[config.mk]
export PLATFORM = sky130hd
export DESIGN_NAME = lcd_top
export DESIGN_NICKNAME = d
export VERILOG_FILES = /design/src/lcd_pkg.sv /design/src/lcd_out_stage.sv /design/src/lcd_pattern_gen.sv /design/src/lcd_pixel_buffer.sv /design/src/lcd_timing_gen.sv /design/src/lcd_top.sv
export SDC_FILE = /design/constraint.sdc
export NUM_CORES = 1
export LEC_CHECK = 0
export ABC_AREA = 1
export BUFFER_PORTS_ARGS = -buffer_cell sky130_fd_sc_hd__buf_2
export CAP_MARGIN = 20
export CELL_PAD_IN_SITES_DETAIL_PLACEMENT = 0
export CELL_PAD_IN_SITES_GLOBAL_PLACEMENT = 1
export CORE_ASPECT_RATIO = 2
export CORE_MARGIN = 2
export CORE_UTILIZATION = 40
export DETAILED_ROUTE_END_ITERATION = 12
export PLACE_DENSITY_LB_ADDON = 0.1
export SETUP_SLACK_MARGIN = 0.3
export SLEW_MARGIN = 20
export SYNTH_ARGS = -nofsm -noshare
export SYNTH_HDL_FRONTEND = slang
export SYNTH_SLANG_ARGS = --single-unit
[constraint.sdc]
create_clock -name clk -period 2.41 [get_ports clk]
set_input_delay 0 -clock clk [delete_from_list [all_inputs] [get_ports clk]]
set_output_delay 0 -clock clk [all_outputs]
set_load 0.05 [all_outputs]
[src/lcd_pkg.sv]
`default_nettype none

package lcd_pkg;

    // ~~~~~~~~~~~~~~~~~~~~~~~~~~~~~~~~~~~~~~~~~~~~~~~~~~~~~~~~~~~~~~~~~~~~~~~~~~~~
    // Frame geometry and coordinate widths.
    // ~~~~~~~~~~~~~~~~~~~~~~~~~~~~~~~~~~~~~~~~~~~~~~~~~~~~~~~~~~~~~~~~~~~~~~~~~~~~
    localparam int H_ACTIVE = 400;
    localparam int H_TOTAL  = 507;
    localparam int V_ACTIVE = 96;
    localparam int V_TOTAL  = 112;

    localparam int X_W = 9;
    localparam int Y_W = 7;

    // Phases within one 16-clock pixel slot.
    localparam int SLOT_CYCLES      = 16;
    localparam int PH_POP           = 0;
    localparam int PH_LOAD          = 14;
    localparam int PH_ADVANCE       = 15;
    localparam int NCLK_HIGH_PHASES = 8;

    localparam int COLOR_W = 6;

    typedef struct packed {
        logic [COLOR_W-1:0] r;
        logic [COLOR_W-1:0] g;
        logic [COLOR_W-1:0] b;
    } pixel_t;

    // Test pattern constants. Box bounds are inclusive.
    localparam int BOX_X_LO  = 21;
    localparam int BOX_X_HI  = 30;
    localparam int BOX_Y_LO  = 11;
    localparam int BOX_Y_HI  = 30;
    localparam int BAR_WIDTH = 50;

    typedef enum logic [1:0] {
        PAT_BOX,
        PAT_BARS,
        PAT_GRADIENT,
        PAT_BLACK
    } pattern_e;

endpackage

`default_nettype wire

[src/lcd_out_stage.sv]
`default_nettype none

module lcd_out_stage (
    input  wire                          clk,
    input  wire                          rst,
    input  wire                          load_i,
    input  wire [lcd_pkg::X_W-1:0]       x_i,
    input  wire [lcd_pkg::Y_W-1:0]       y_i,
    input  wire lcd_pkg::pixel_t         pixel_i,
    input  wire                          nclk_i,
    output logic [lcd_pkg::COLOR_W-1:0]  lcd_r_o,
    output logic [lcd_pkg::COLOR_W-1:0]  lcd_g_o,
    output logic [lcd_pkg::COLOR_W-1:0]  lcd_b_o,
    output logic                         lcd_de_o,
    output logic                         lcd_hsync_o,
    output logic                         lcd_vsync_o,
    output logic                         lcd_nclk_o
);

    lcd_pkg::pixel_t pixel_ff;
    logic            de_ff;
    logic            hsync_ff;
    logic            vsync_ff;
    logic            nclk_ff;
    logic            started_ff;

    // ~~~~~~~~~~~~~~~~~~~~~~~~~~~~~~~~~~~~~~~~~~~~~~~~~~~~~~~~~~~~~~~~~~~~~~~~~~~~
    // Panel data, loaded once per slot.
    // ~~~~~~~~~~~~~~~~~~~~~~~~~~~~~~~~~~~~~~~~~~~~~~~~~~~~~~~~~~~~~~~~~~~~~~~~~~~~
    always_ff @(posedge clk) begin
        if (rst) begin
            pixel_ff <= '0;
            de_ff    <= 1'b0;
            hsync_ff <= 1'b0;
            vsync_ff <= 1'b0;
        end else if (load_i) begin
            pixel_ff <= pixel_i;
            de_ff    <= (x_i < lcd_pkg::X_W'(lcd_pkg::H_ACTIVE)) &&
                        (y_i < lcd_pkg::Y_W'(lcd_pkg::V_ACTIVE));
            hsync_ff <= (x_i == lcd_pkg::X_W'(lcd_pkg::H_ACTIVE));
            vsync_ff <= (y_i == lcd_pkg::Y_W'(lcd_pkg::V_ACTIVE));
        end
    end

    // The first slot after reset has no loaded data yet, so the panel
    // clock is held low until the first load has landed.
    always_ff @(posedge clk) begin
        if (rst) begin
            started_ff <= 1'b0;
            nclk_ff    <= 1'b0;
        end else begin
            if (load_i) begin
                started_ff <= 1'b1;
            end
            nclk_ff <= nclk_i && started_ff;
        end
    end

    assign lcd_r_o     = pixel_ff.r;
    assign lcd_g_o     = pixel_ff.g;
    assign lcd_b_o     = pixel_ff.b;
    assign lcd_de_o    = de_ff;
    assign lcd_hsync_o = hsync_ff;
    assign lcd_vsync_o = vsync_ff;
    assign lcd_nclk_o  = nclk_ff;

endmodule

`default_nettype wire

[src/lcd_pattern_gen.sv]
`default_nettype none

module lcd_pattern_gen (
    input  wire                     clk,
    input  wire                     rst,
    input  wire                     enable_i,
    input  wire lcd_pkg::pattern_e  pattern_sel_i,
    input  wire [lcd_pkg::X_W-1:0]  x_i,
    input  wire [lcd_pkg::Y_W-1:0]  y_i,
    input  wire                     pop_i,
    output lcd_pkg::pixel_t         pixel_o,
    output logic                    ack_o
);

    lcd_pkg::pixel_t colour;
    lcd_pkg::pixel_t pixel_ff;
    logic            ack_ff;
    logic [2:0]      bar_idx;
    logic            in_active;
    logic            in_box;

    assign in_active = (x_i < lcd_pkg::X_W'(lcd_pkg::H_ACTIVE)) &&
                       (y_i < lcd_pkg::Y_W'(lcd_pkg::V_ACTIVE));

    assign in_box = (x_i >= lcd_pkg::X_W'(lcd_pkg::BOX_X_LO)) &&
                    (x_i <= lcd_pkg::X_W'(lcd_pkg::BOX_X_HI)) &&
                    (y_i >= lcd_pkg::Y_W'(lcd_pkg::BOX_Y_LO)) &&
                    (y_i <= lcd_pkg::Y_W'(lcd_pkg::BOX_Y_HI));

    // Only meaningful inside the active area, where it stays below 8.
    assign bar_idx = 3'(x_i / lcd_pkg::X_W'(lcd_pkg::BAR_WIDTH));

    always_comb begin
        colour = '0;
        if (in_active) begin
            case (pattern_sel_i)
                lcd_pkg::PAT_BOX: begin
                    if (in_box) begin
                        colour = '1;
                    end
                end
                lcd_pkg::PAT_BARS: begin
                    colour.r = {lcd_pkg::COLOR_W{bar_idx[2]}};
                    colour.g = {lcd_pkg::COLOR_W{bar_idx[1]}};
                    colour.b = {lcd_pkg::COLOR_W{bar_idx[0]}};
                end
                lcd_pkg::PAT_GRADIENT: begin
                    colour.r = x_i[lcd_pkg::COLOR_W-1:0];
                    colour.g = y_i[lcd_pkg::COLOR_W-1:0];
                end
                default: begin
                    colour = '0;
                end
            endcase
        end
    end

    // A disabled generator stays silent, which the buffer sees as a miss.
    always_ff @(posedge clk) begin
        if (rst) begin
            ack_ff <= 1'b0;
        end else begin
            ack_ff <= pop_i && enable_i;
        end
    end

    always_ff @(posedge clk) begin
        if (pop_i && enable_i) begin
            pixel_ff <= colour;
        end
    end

    assign pixel_o = pixel_ff;
    assign ack_o   = ack_ff;

endmodule

`default_nettype wire

[src/lcd_pixel_buffer.sv]
`default_nettype none

module lcd_pixel_buffer (
    input  wire                   clk,
    input  wire                   rst,
    input  wire                   ack_i,
    input  wire lcd_pkg::pixel_t  pixel_i,
    input  wire                   load_i,
    output lcd_pkg::pixel_t       pixel_o,
    output logic                  underrun_o
);

    lcd_pkg::pixel_t pixel_ff;
    logic            fresh_ff;
    logic            underrun_ff;

    // Cleared on reset so a miss straight after reset repeats black.
    always_ff @(posedge clk) begin
        if (rst) begin
            pixel_ff <= '0;
        end else if (ack_i) begin
            pixel_ff <= pixel_i;
        end
    end

    // A load consumes the pending pixel. Finding nothing fresh latches
    // the underrun flag until the next reset.
    always_ff @(posedge clk) begin
        if (rst) begin
            fresh_ff    <= 1'b0;
            underrun_ff <= 1'b0;
        end else begin
            if (load_i) begin
                fresh_ff <= 1'b0;
                if (!fresh_ff) begin
                    underrun_ff <= 1'b1;
                end
            end
            if (ack_i) begin
                fresh_ff <= 1'b1;
            end
        end
    end

    assign pixel_o    = pixel_ff;
    assign underrun_o = underrun_ff;

endmodule

`default_nettype wire

[src/lcd_timing_gen.sv]
`default_nettype none

module lcd_timing_gen (
    input  wire                     clk,
    input  wire                     rst,
    output logic [lcd_pkg::X_W-1:0] scan_x_o,
    output logic [lcd_pkg::Y_W-1:0] scan_y_o,
    output logic                    pop_o,
    output logic                    load_o,
    output logic                    nclk_o
);

    logic [3:0]              phase_ff;
    logic                    pop_ff;
    logic                    load_ff;
    logic                    advance_ff;
    logic                    nclk_ff;
    logic [lcd_pkg::X_W-1:0] x_ff;
    logic [lcd_pkg::Y_W-1:0] y_ff;

    // ~~~~~~~~~~~~~~~~~~~~~~~~~~~~~~~~~~~~~~~~~~~~~~~~~~~~~~~~~~~~~~~~~~~~~~~~~~~~
    // Slot phase counter and strobes.
    // ~~~~~~~~~~~~~~~~~~~~~~~~~~~~~~~~~~~~~~~~~~~~~~~~~~~~~~~~~~~~~~~~~~~~~~~~~~~~
    always_ff @(posedge clk) begin
        if (rst) begin
            phase_ff <= '0;
        end else if (phase_ff == 4'(lcd_pkg::SLOT_CYCLES - 1)) begin
            phase_ff <= '0;
        end else begin
            phase_ff <= phase_ff + 4'd1;
        end
    end

    // Every strobe lags its phase compare by one clock, so the order
    // within a slot is kept: pop, ack, load, then advance.
    always_ff @(posedge clk) begin
        if (rst) begin
            pop_ff     <= 1'b0;
            load_ff    <= 1'b0;
            advance_ff <= 1'b0;
            nclk_ff    <= 1'b0;
        end else begin
            pop_ff     <= (phase_ff == 4'(lcd_pkg::PH_POP));
            load_ff    <= (phase_ff == 4'(lcd_pkg::PH_LOAD));
            advance_ff <= (phase_ff == 4'(lcd_pkg::PH_ADVANCE));
            nclk_ff    <= (phase_ff < 4'(lcd_pkg::NCLK_HIGH_PHASES));
        end
    end

    // ~~~~~~~~~~~~~~~~~~~~~~~~~~~~~~~~~~~~~~~~~~~~~~~~~~~~~~~~~~~~~~~~~~~~~~~~~~~~
    // Raster position.
    // ~~~~~~~~~~~~~~~~~~~~~~~~~~~~~~~~~~~~~~~~~~~~~~~~~~~~~~~~~~~~~~~~~~~~~~~~~~~~
    // The advance strobe sits in the first clock of a slot, so the new
    // position is settled before that slot's pop and held through its load.
    always_ff @(posedge clk) begin
        if (rst) begin
            x_ff <= '0;
            y_ff <= '0;
        end else if (advance_ff) begin
            if (x_ff == lcd_pkg::X_W'(lcd_pkg::H_TOTAL - 1)) begin
                x_ff <= '0;
                if (y_ff == lcd_pkg::Y_W'(lcd_pkg::V_TOTAL - 1)) begin
                    y_ff <= '0;
                end else begin
                    y_ff <= y_ff + 1'b1;
                end
            end else begin
                x_ff <= x_ff + 1'b1;
            end
        end
    end

    assign scan_x_o = x_ff;
    assign scan_y_o = y_ff;
    assign pop_o    = pop_ff;
    assign load_o   = load_ff;
    assign nclk_o   = nclk_ff;

endmodule

`default_nettype wire

[src/lcd_top.sv]
`default_nettype none

module lcd_top (
    input  wire                          clk,
    input  wire                          rst,
    input  wire                          enable_i,
    input  wire lcd_pkg::pattern_e       pattern_sel_i,
    output logic [lcd_pkg::COLOR_W-1:0]  lcd_r_o,
    output logic [lcd_pkg::COLOR_W-1:0]  lcd_g_o,
    output logic [lcd_pkg::COLOR_W-1:0]  lcd_b_o,
    output logic                         lcd_de_o,
    output logic                         lcd_hsync_o,
    output logic                         lcd_vsync_o,
    output logic                         lcd_nclk_o,
    output logic                         underrun_o
);

    logic [lcd_pkg::X_W-1:0] scan_x;
    logic [lcd_pkg::Y_W-1:0] scan_y;
    logic                    pop;
    logic                    load;
    logic                    nclk;
    logic                    ack;
    lcd_pkg::pixel_t         gen_pixel;
    lcd_pkg::pixel_t         buf_pixel;

    lcd_timing_gen timing0 (
        .clk      (clk),
        .rst      (rst),
        .scan_x_o (scan_x),
        .scan_y_o (scan_y),
        .pop_o    (pop),
        .load_o   (load),
        .nclk_o   (nclk)
    );

    lcd_pattern_gen pattern0 (
        .clk           (clk),
        .rst           (rst),
        .enable_i      (enable_i),
        .pattern_sel_i (pattern_sel_i),
        .x_i           (scan_x),
        .y_i           (scan_y),
        .pop_i         (pop),
        .pixel_o       (gen_pixel),
        .ack_o         (ack)
    );

    lcd_pixel_buffer buffer0 (
        .clk        (clk),
        .rst        (rst),
        .ack_i      (ack),
        .pixel_i    (gen_pixel),
        .load_i     (load),
        .pixel_o    (buf_pixel),
        .underrun_o (underrun_o)
    );

    lcd_out_stage out0 (
        .clk         (clk),
        .rst         (rst),
        .load_i      (load),
        .x_i         (scan_x),
        .y_i         (scan_y),
        .pixel_i     (buf_pixel),
        .nclk_i      (nclk),
        .lcd_r_o     (lcd_r_o),
        .lcd_g_o     (lcd_g_o),
        .lcd_b_o     (lcd_b_o),
        .lcd_de_o    (lcd_de_o),
        .lcd_hsync_o (lcd_hsync_o),
        .lcd_vsync_o (lcd_vsync_o),
        .lcd_nclk_o  (lcd_nclk_o)
    );

endmodule

`default_nettype wire

* Yosys cells after proc, flatten, opt, wreduce, memory -nomap -nowiden *
Index checks and enable logic that the tools add are counted.

cells by class
  reduce and logical (&&, ||, !) cells = 12
  muxes and demuxes = 7
  divide/modulo/power cells = 1
  $lt $le $gt $ge = 7
  bitwise gates (word level) = 1
  $add $sub $neg = 3
  equal/unequal tests = 8

operators by type and width
  cell                                                            count
  case mux 12 bit (3 select lines)                                1
  equality test 9 bit, second input constant                      2
  2-to-1 mux 18 bit                                               1
  equality test 7 bit, second input constant                      2
  case mux 6 bit (2 select lines)                                 1
  adder 9 x 1 -> 9 bit, second input constant                     1
  divider 9 x 6 -> 9 bit, second input constant                   1
  >= comparator 9 x 5 -> 1 bit, second input constant             1
  less-or-equal comparator 9 x 5 -> 1 bit, second input constant  1
  less-than comparator 9 bit, second input constant               1
  2-to-1 mux 9 bit                                                1
  equality test 4 bit, second input constant                      2
  adder 7 x 1 -> 7 bit, second input constant                     1
  >= comparator 7 x 4 -> 1 bit, second input constant             1
  less-or-equal comparator 7 x 5 -> 1 bit, second input constant  1
  less-than comparator 7 bit, second input constant               1
  2-to-1 mux 7 bit                                                1
  logical AND 1 bit                                               6
  adder 4 x 1 -> 4 bit, second input constant                     1
  zero test 4 bit                                                 1
  less-than comparator 4 bit, second input constant               1
  AND reduction 2 bit                                             2
  equality test 2 x 1 -> 1 bit, second input constant             1
  equality test 2 bit, second input constant                      1
  5 further kinds                                                 6

storage, ports and cells
  output and inout port bits = 23
  word-level logic and storage cells = 63
  bits in registers = 86
  bits of input ports = 5

* Longest topological paths before layout *
Gate-level depths: netlist of run 1.

  depth after elaboration = 6
  gate-level depth with buffers = 20
  depth with buffers taken out = 19

* Cells and area by module *
Synthesis of run 1 repeated with hierarchy kept, for this count alone.

second synthesis, totals
  cells, all modules = 525
  area total of the unflattened synthesis = 3933.8 µm²

by module, submodules not included
  module            instances  area each (µm²)  cells an instance
  lcd_pattern_gen   1          1198.6           170
  lcd_timing_gen    1          1167.4           158
  lcd_out_stage     1          842.1            110
  lcd_pixel_buffer  1          725.7            87

* Worst setup path after synthesis of run 1 *
Ideal clock, no wire load.

  kind = register to register
  start = reg timing0.y_ff, in the netlist timing0.scan_y_o[1]
  end = reg pattern0.pixel_ff, in the netlist pattern0.pixel_o[10] (data pin)
  required time = 2258 ps
  stages on the path, launching flop included = 8
  arrival time = 1731 ps
  library setup time = 152 ps
  period minus slack after synthesis = 1884 ps
  slack = 526 ps
  cell sequence = dfxtp_1 -> ha_1 -> inv_1 -> a21oi_1 -> nor3_1 -> nor4_2 -> inv_1 -> a31oi_1

on the way
  word-level cells in the longest chain between the ends = 5
  elaborated cells between the ends (all ways) = 8

RTL lines
  element                           RTL line               text
  start: declaration                lcd_timing_gen.sv:19   logic [lcd_pkg::Y_W-1:0] y_ff;
  start signal: assignment          lcd_timing_gen.sv:65   y_ff <= y_ff + 1'b1;
  >= comparator 7 x 4 -> 1 bit      lcd_pattern_gen.sv:27  (y_i >= lcd_pkg::Y_W'(lcd_pkg::BOX_Y_LO)) &&
  logical AND 1 bit                 lcd_pattern_gen.sv:26  (x_i <= lcd_pkg::X_W'(lcd_pkg::BOX_X_HI)) &&
  logical AND 1 bit                 lcd_pattern_gen.sv:27
  2-to-1 mux 18 bit                 lcd_pattern_gen.sv:38  if (in_box) begin
  case mux 12 bit (3 select lines)  lcd_pattern_gen.sv:36  case (pattern_sel_i)
  end signal: assignment            lcd_pattern_gen.sv:69  pixel_ff <= colour;
  end: declaration                  lcd_pattern_gen.sv:16  lcd_pkg::pixel_t pixel_ff;

Parallel ways exist; a longest one is shown, timed or not.
A chain may end at the register's enable or synchronous reset.

* Worst setup path after layout of run 1 *
  start = reg timing0.y_ff, in the netlist timing0.scan_y_o[1]
  end = reg pattern0.pixel_ff, in the netlist pattern0.pixel_o[14] (data pin)

Same word-level chain as after synthesis.

==> flow_summary.json, run 1 <==
{
  "layout.nets": 474,
  "cp.required_ps": 2470,
  "clockRootBuffer": "clkbuf_16",
  "routed_wl_mm": 7.67,
  "reg2regPathDepth": 9,
  "cpLargestDelayFamily": "simple AND/OR/NAND/NOR gates",
  "busiest_layer": "met2",
  "ys_seq_area_share_pct": 46.8,
  "grt_max_degree": 32,
  "antenna_found_initial": 0,
  "drtIter0Drc": 103,
  "layout_common_cells": "92 x nor2_1, 54 x nand2_1, 53 x dfxtp_1",
  "grtUsageMet2_pct": 31.9,
  "cp.arrival_ps": 2040,
  "crit_fanout": 8,
  "wl_per_cell_um": 13.6,
  "detail-route-antenna-nets": 0,
  "holdPathStages": 4,
  "cts_sinks": 71,
  "die_h_um": 133,
  "gp_congestion": 0.796,
  "power_per_cell_area_mw_per_mm2": 661,
  "p_leak_nw": 1.79,
  "outcome": "finished clean",
  "grt_pass1_vias": 2682,
  "die_w_um": 68.4,
  "num_io_pins": 28,
  "ff_latch_area_mm2": 0.00157,
  "rsz0062_at_grt": "yes",
  "dieArea_mm2": 0.00908,
  "grt_overflow_total": 0,
  "final.setup.tns_ps": 0,
  "clk_latency_ps": 330,
  "use_met1_pct": 19.9,
  "syn_area_mm2": 0.00332,
  "num_rows": 47,
  "crit_chain": "ha_1 -> inv_1 -> a21oi_1 -> nor3_1 -> nor4_2 -> buf_4 -> buf_4 -> a211oi_1 -> nor2_1",
  "final_util_pct": 48.2,
  "drv_cap": 0,
  "final_cells": 563,
  "start_kind": "flop",
  "cp-end-kind": "flop",
  "cts_made_buffers": 9,
  "routed_via_density": 5.04,
  "mostFrequentLayoutCell": "nor2_1",
  "dp_cells": 540,
  "grt_use_total_pct": 18.7,
  "drive_above_1_share_pct": 19.8,
  "fin_crit_sh_pct": 82.2,
  "slew_headroom_pct": 52.3,
  "skew_ps": 8.20,
  "synth_fp_nets": 440,
  "htreeDepth": 3,
  "clk_pin_slew_ps": 60,
  "diodes": 0,
  "grt_util_met3_pct": 4.34,
  "multi_input_area_mm2": 0.00155,
  "n_fill_cell": 835,
  "hold_class": "in -> reg",
  "crit_buf_inv": 3,
  "clk_path_buf_depth": 2,
  "io_buffers": 27,
  "cp_common_cell": "buf_4",
  "num_vias": 2837,
  "fmax_ghz": 0.505,
  "ys_types": 39,
  "power_w": 0.00261,
  "start_util_pct": 40.6,
  "area_growth_pct": 18.9,
  "cp.depth": 9,
  "drc": 0,
  "grt_pass1_wl_mm": 12.7,
  "period_minus_slack_ps": 1980,
  "slew_viol_final": 0,
  "ir_drop_mv": 0.307,
  "dp_hpwl_mm": 5.82,
  "cpMaxStageDelayCell": "dfxtp_1",
  "cts_tree": "yes",
  "drtPass1Iterations": 4,
  "worstMarginPinSlew_ps": 714,
  "ys_seq_elements": 71,
  "core_area_mm2": 0.00817,
  "netlist_instances": 426,
  "critPathMaxStageDelay_ps": 400,
  "critical_path_class": "reg -> reg",
  "ys_warn_count": 0,
  "postSynthAreaPerCell_um2": 7.78,
  "setup_violations": 0,
  "timing_hold_violations_final": 0
}
==> path summary, 6_finish.rpt <==
path                                   endpoint  slack [ps]                        startpoint
max          pattern0.pixel_o[14]$_SDFFCE_PN0P_         430  timing0.scan_y_o[1]$_SDFFE_PP0P_
min           pattern0.pixel_o[4]$_SDFFCE_PN0P_         130                  pattern_sel_i[1]
max reg2reg  pattern0.pixel_o[14]$_SDFFCE_PN0P_         430  timing0.scan_y_o[1]$_SDFFE_PP0P_
min reg2reg          out0.lcd_nclk_o$_SDFF_PP0_         410         timing0.nclk_o$_SDFF_PP0_
==> power by group <==
part           switching, W  internal (W)
combinational     0.0000417     0.0000205
clock              0.000516      0.000791
sequential        0.0000136       0.00123
==> cell usage after synthesis (all sizes together) <==
master / count / area share (%)
a311oi: 1 / 0.26
o21bai: 1 / 0.23
nand3: 17 / 2.7
o211ai: 1 / 0.38
clkbuf: 10 / 1.1
nor2: 95 / 11
nor3b: 2 / 0.45
nor3: 14 / 2.1
o21ai: 36 / 5.4
xor2: 3 / 0.79
ha: 9 / 3.4
a31oi: 8 / 1.5
inv: 39 / 4.4
o41ai: 1 / 0.26
o21a: 1 / 0.23
buf: 8 / 1.7
nand4: 8 / 2.2
a21boi: 1 / 0.23
dfxtp: 58 / 35
a211oi: 7 / 1.6
nor4: 4 / 0.94
clkinv: 2 / 0.23
xnor2: 1 / 0.26
nand2: 67 / 8.6
a21oi: 18 / 2.8
o221a: 1 / 0.34
edfxtp: 13 / 12
==> metrics by stage <==
step / hold slack (ps) / cell area (um^2) / worst slack (ps)
floorplan: 78.2 / 3320 / 526
CTS: 126 / 3860 / 303
global route: 169 / 3940 / 271
detailed placement: 287 / 3530 / 171
finish: 135 / 3940 / 430
global placement: 270 / 3530 / 185
==> area by class of cell <==
type	count	area share (%)
Clock buffer	11	6.69
Clock inverter	5	0.920
Inverter	41	3.90
Multi-Input combinational cell	296	39.3
Sequential cell	71	39.8
Tap cell	98	3.11
Timing Repair Buffer	41	6.22
==> logic make-up (layout without fill, tap and decap cells) <==
| kind of cell | after synthesis | in the layout | share of synthesized area [%] |
|---|---|---|---|
| buf+inv | 59 | 98 | 7.47 |
| simple gates | 207 | 207 | 28.0 |
| fa+ha+maj | 9 | 9 | 3.40 |
| flops | 71 | 71 | 46.8 |
| compound gates | 76 | 76 | 13.3 |
| xor+xnor | 4 | 4 | 1.06 |
==> routing by layer <==
layer  up-vias  wire length, um
met2        46             4150
met4         0              323
li1       1478                -
met3        22              226
met5         -                0
met1      1291             2960
==> sequential cells by signal (all words and copies together) (netlist names), 4 cells and up <==
signal / count
buffer0.pixel_o: 13
out0.lcd_g_o: 6
out0.lcd_r_o: 6
pattern0.pixel_o: 13
timing0.phase_ff: 4
timing0.scan_x_o: 9
timing0.scan_y_o: 7
==> what timing repair did <==
item / 4_1_cts / 5_1_grt
resized for setup: 4 / 17
setup endpoints to repair: 7 / 11
hold endpoints to repair: 7 / 0
buffers inserted: 0 / 5
hold buffers: 2 / 0
cloned: 0 / 0
pin swaps: 0 / 3
==> tightest hold or removal path, cell delays in order <==
cell and delay [ps]:
buf_2 100, nor2_1 70, nand2_1 80, a21oi_2 40
No activity file was read; power rests on OpenSTA's default activity.
==> run 2, diff against run 1 <==
==> constraint.sdc (replaced) <==
create_clock -name clk -period 1.81 [get_ports clk]
set_input_delay 0 -clock clk [delete_from_list [all_inputs] [get_ports clk]]
set_output_delay 0 -clock clk [all_outputs]
set_load 0.05 [all_outputs]
==> run 2 against run 1 <==
  * The run now ends with negative setup slack left
  * Total power is 32% higher
  * Clock power is 29% higher
  * Combinational power increased by 88%
  * Routed wire length grew 21%
  * Utilization increased by 15 points
  * First-iteration DRC count up 0.97%
  * Global-route usage grew 2.8 points
  * Critical endpoint is now pattern0.pixel_o[4]$_SDFFCE_PN0P_
  * Largest cell class is now multi-input gates
  * Largest power group unchanged
  * Highest routed layer unchanged
==> flow_summary.json, run 2 (synthesis gave the netlist of run 1 again) <==
{
  "outcome": "complete, but fails checks",
  "violations": "negative setup slack",
  "rsz0062_at_grt": "yes",
  "routed_wl_mm": 9.24,
  "switchingPower_w": 0.000763,
  "hold_class": "in -> reg",
  "r2r_start": "timing0.scan_x_o[5]$_SDFFE_PP0P_",
  "grt_overflow_total": 0,
  "cp-end-kind": "flop",
  "grt_pass1_wl_mm": 14.7,
  "timing_hold_violations_final": 0,
  "start_kind": "flop",
  "cp.arrival_ps": 2030,
  "crit_fanout": 6,
  "p_int_w": 0.00269,
  "cp.required_ps": 1890,
  "htreeDepth": 3,
  "dp_hpwl_mm": 6.54,
  "drtPass1Iterations": 4,
  "switching_share_pct": 22.1,
  "antenna_found_initial": 0,
  "io_buffers": 27,
  "cts_sinks": 71,
  "holdPathStages": 4,
  "drtIter0Drc": 104,
  "reg2regPathDepth": 19,
  "layout.nets": 554,
  "p_clk_share_pct": 49.0,
  "worst_r2r_endpoint": "pattern0.pixel_o[4]$_SDFFCE_PN0P_",
  "share_comb_of_total_power_pct": 3.4,
  "cts_made_buffers": 9,
  "skew_ps": 8.18,
  "drc": 0,
  "diodes": 0,
  "clk_latency_ps": 330,
  "slew_headroom_pct": 68.8,
  "fin_hold_ws_ps": 172,
  "mostFrequentLayoutCell": "nor2_1",
  "n_fill_cell": 700,
  "setup_slack_ps": -149,
  "setup_violations": 7,
  "cts_tree": "yes",
  "grt_pass1_vias": 3239,
  "wl_per_cell_um": 14.4,
  "grt_max_degree": 31,
  "worstMarginPinSlew_ps": 467,
  "core_area_mm2": 0.00817,
  "clockRootBuffer": "clkbuf_16",
  "drv_cap": 0,
  "period_minus_slack_ps": 1960,
  "crit_chain": "nor2_4 -> nand2_4 -> nand2_4 -> nand2_4 -> nand2_2 -> inv_2 -> buf_4 -> nand3_1 -> nand2_2 -> nor2_4 -> nand2_4 -> nand2_4 -> nand2_2 -> nand2_1 -> nor2_1 -> nand2_1 -> nand2_1 -> nand2_1 -> a21oi_2",
  "gp_congestion": 0.876,
  "num_io_pins": 28,
  "ir_drop_mv": 0.427,
  "die_w_um": 68.4,
  "routed_via_density": 5.07,
  "power_per_cell_area_mw_per_mm2": 671,
  "slew_viol_final": 0,
  "dpl_cell_area_mm2": 0.00399,
  "detail-route-antenna-nets": 0,
  "clk_pin_slew_ps": 60,
  "clk_path_buf_depth": 2,
  "cp-startpoint": "timing0.scan_x_o[5]$_SDFFE_PP0P_",
  "endpoint": "pattern0.pixel_o[4]$_SDFFCE_PN0P_",
  "p_leak_nw": 2.47,
  "layout_common_cells": "84 x nor2_1, 73 x buf_4, 47 x dfxtp_1",
  "num_vias": 3262,
  "r2r_slack_ps": -150,
  "num_rows": 47,
  "cp_common_cell": "nand2_4",
  "start_util_pct": 40.6,
  "critPathMaxStageDelay_ps": 370,
  "dieArea_mm2": 0.00908,
  "area_growth_pct": 55.3,
  "critical_path_class": "reg -> reg",
  "fin_area_mm2": 0.00515,
  "fin_crit_sh_pct": 108,
  "seqPwrFrac_pct": 47.6,
  "drive_above_1_share_pct": 44.4,
  "fmax_ghz": 0.511,
  "die_h_um": 133,
  "grt_use_total_pct": 21.4,
  "cpMaxStageDelayCell": "dfxtp_4"
}
==> run 2: cell count changes in the layout (fill, tap and decap cells not counted), moves of 6 or more <==
cell / change
buf_4: +61
buf_6: +18
nand2_1: -12
nand2_4: +12
nor3_1: -9
nor2_1: -8
nor2_4: +8
a211oi_1: -7
a211oi_2: +7
inv_1: -7
dfxtp_1: -6
nor3_4: +6
==> run 2: how the worst min path moves through the flow <==
| stage | from | endpoint | slack (ps) |
|---|---|---|---|
| after detailed placement | enable_i | pattern0.ack_o$_SDFF_PP0_ | 280 |
| after global placement | enable_i | pattern0.ack_o$_SDFF_PP0_ | 280 |
| after CTS | pattern_sel_i[1] | pattern0.pixel_o[4]$_SDFFCE_PN0P_ | 140 |
| final | pattern_sel_i[1] | pattern0.pixel_o[4]$_SDFFCE_PN0P_ | 170 |
| after global routing | pattern_sel_i[1] | pattern0.pixel_o[4]$_SDFFCE_PN0P_ | 210 |
| after floorplan | rst | timing0.nclk_o$_SDFF_PP0_ | 80 |
==> run 2: area by class of cell <==
cell class | count | area, um^2 | share of cell area (%)
flip-flops and latches | 71 | 1590 | 30.8
inverters | 41 | 166 | 3.23
clock inverters | 5 | 38.8 | 0.753
repair buffers | 121 | 916 | 17.8
well taps | 98 | 123 | 2.38
multi-input cells | 296 | 2070 | 40.1
clock buffers | 11 | 254 | 4.93
==> run 2: repair_timing <==
item | CTS | global route
hold buffers | 3 | 0
endpoints found under the hold margin | 4 | 0
buffers inserted | 20 | 9
setup endpoints to repair | 29 | 29
resized for setup | 90 | 60
pin swaps | 32 | 31
==> run 2: power groups by stage <==
| stage | Sequential [W] | Clock (W) | Combinational (W) |
|---|---|---|---|
| 2_1_floorplan | 0.00168 | 0 | 0.0000609 |
| 3_3_place_gp | 0.00169 | 0 | 0.0000932 |
| 3_5_place_dp | 0.00169 | 0 | 0.0000946 |
| 4_1_cts | 0.00165 | 0.00173 | 0.000110 |
| 5_1_grt | 0.00165 | 0.00179 | 0.000132 |
| 6_report | 0.00164 | 0.00169 | 0.000117 |
==> run 2: routing by layer <==
metal,up-vias,GRT usage [%],part of all wire [%]
met5,-,0,0
met4,0,8.56,2.7
met1,1554,20.2,35
met3,19,3.91,2.2
li1,1641,-,-
met2,48,41.6,61
==> run 2: stage by stage <==
stage | util, % | instances | TNS, ps | power [W] | setup WS (ps)
5_1_grt | 63.0 | 643 | -1530 | 0.00357 | -265
2_1_floorplan | - | 426 | -4.17 | 0.00175 | -4.17
3_5_place_dp | 48.9 | 595 | -1270 | 0.00178 | -231
4_1_cts | 58.8 | 634 | -713 | 0.00348 | -129
3_3_place_gp | 48.9 | 595 | -867 | 0.00178 | -187
6_report | 63.0 | 643 | -678 | 0.00345 | -149
==> run 2: critical path: cells and delay by family (launching register included) <==
| kind | cells | cell delay [ps] |
|---|---|---|
| AO/OA/AOI/OAI | 1 | 50 |
| buffers and inverters | 2 | 170 |
| AND/OR/NAND/NOR | 16 | 1110 |
| flip-flops | 1 | 370 |
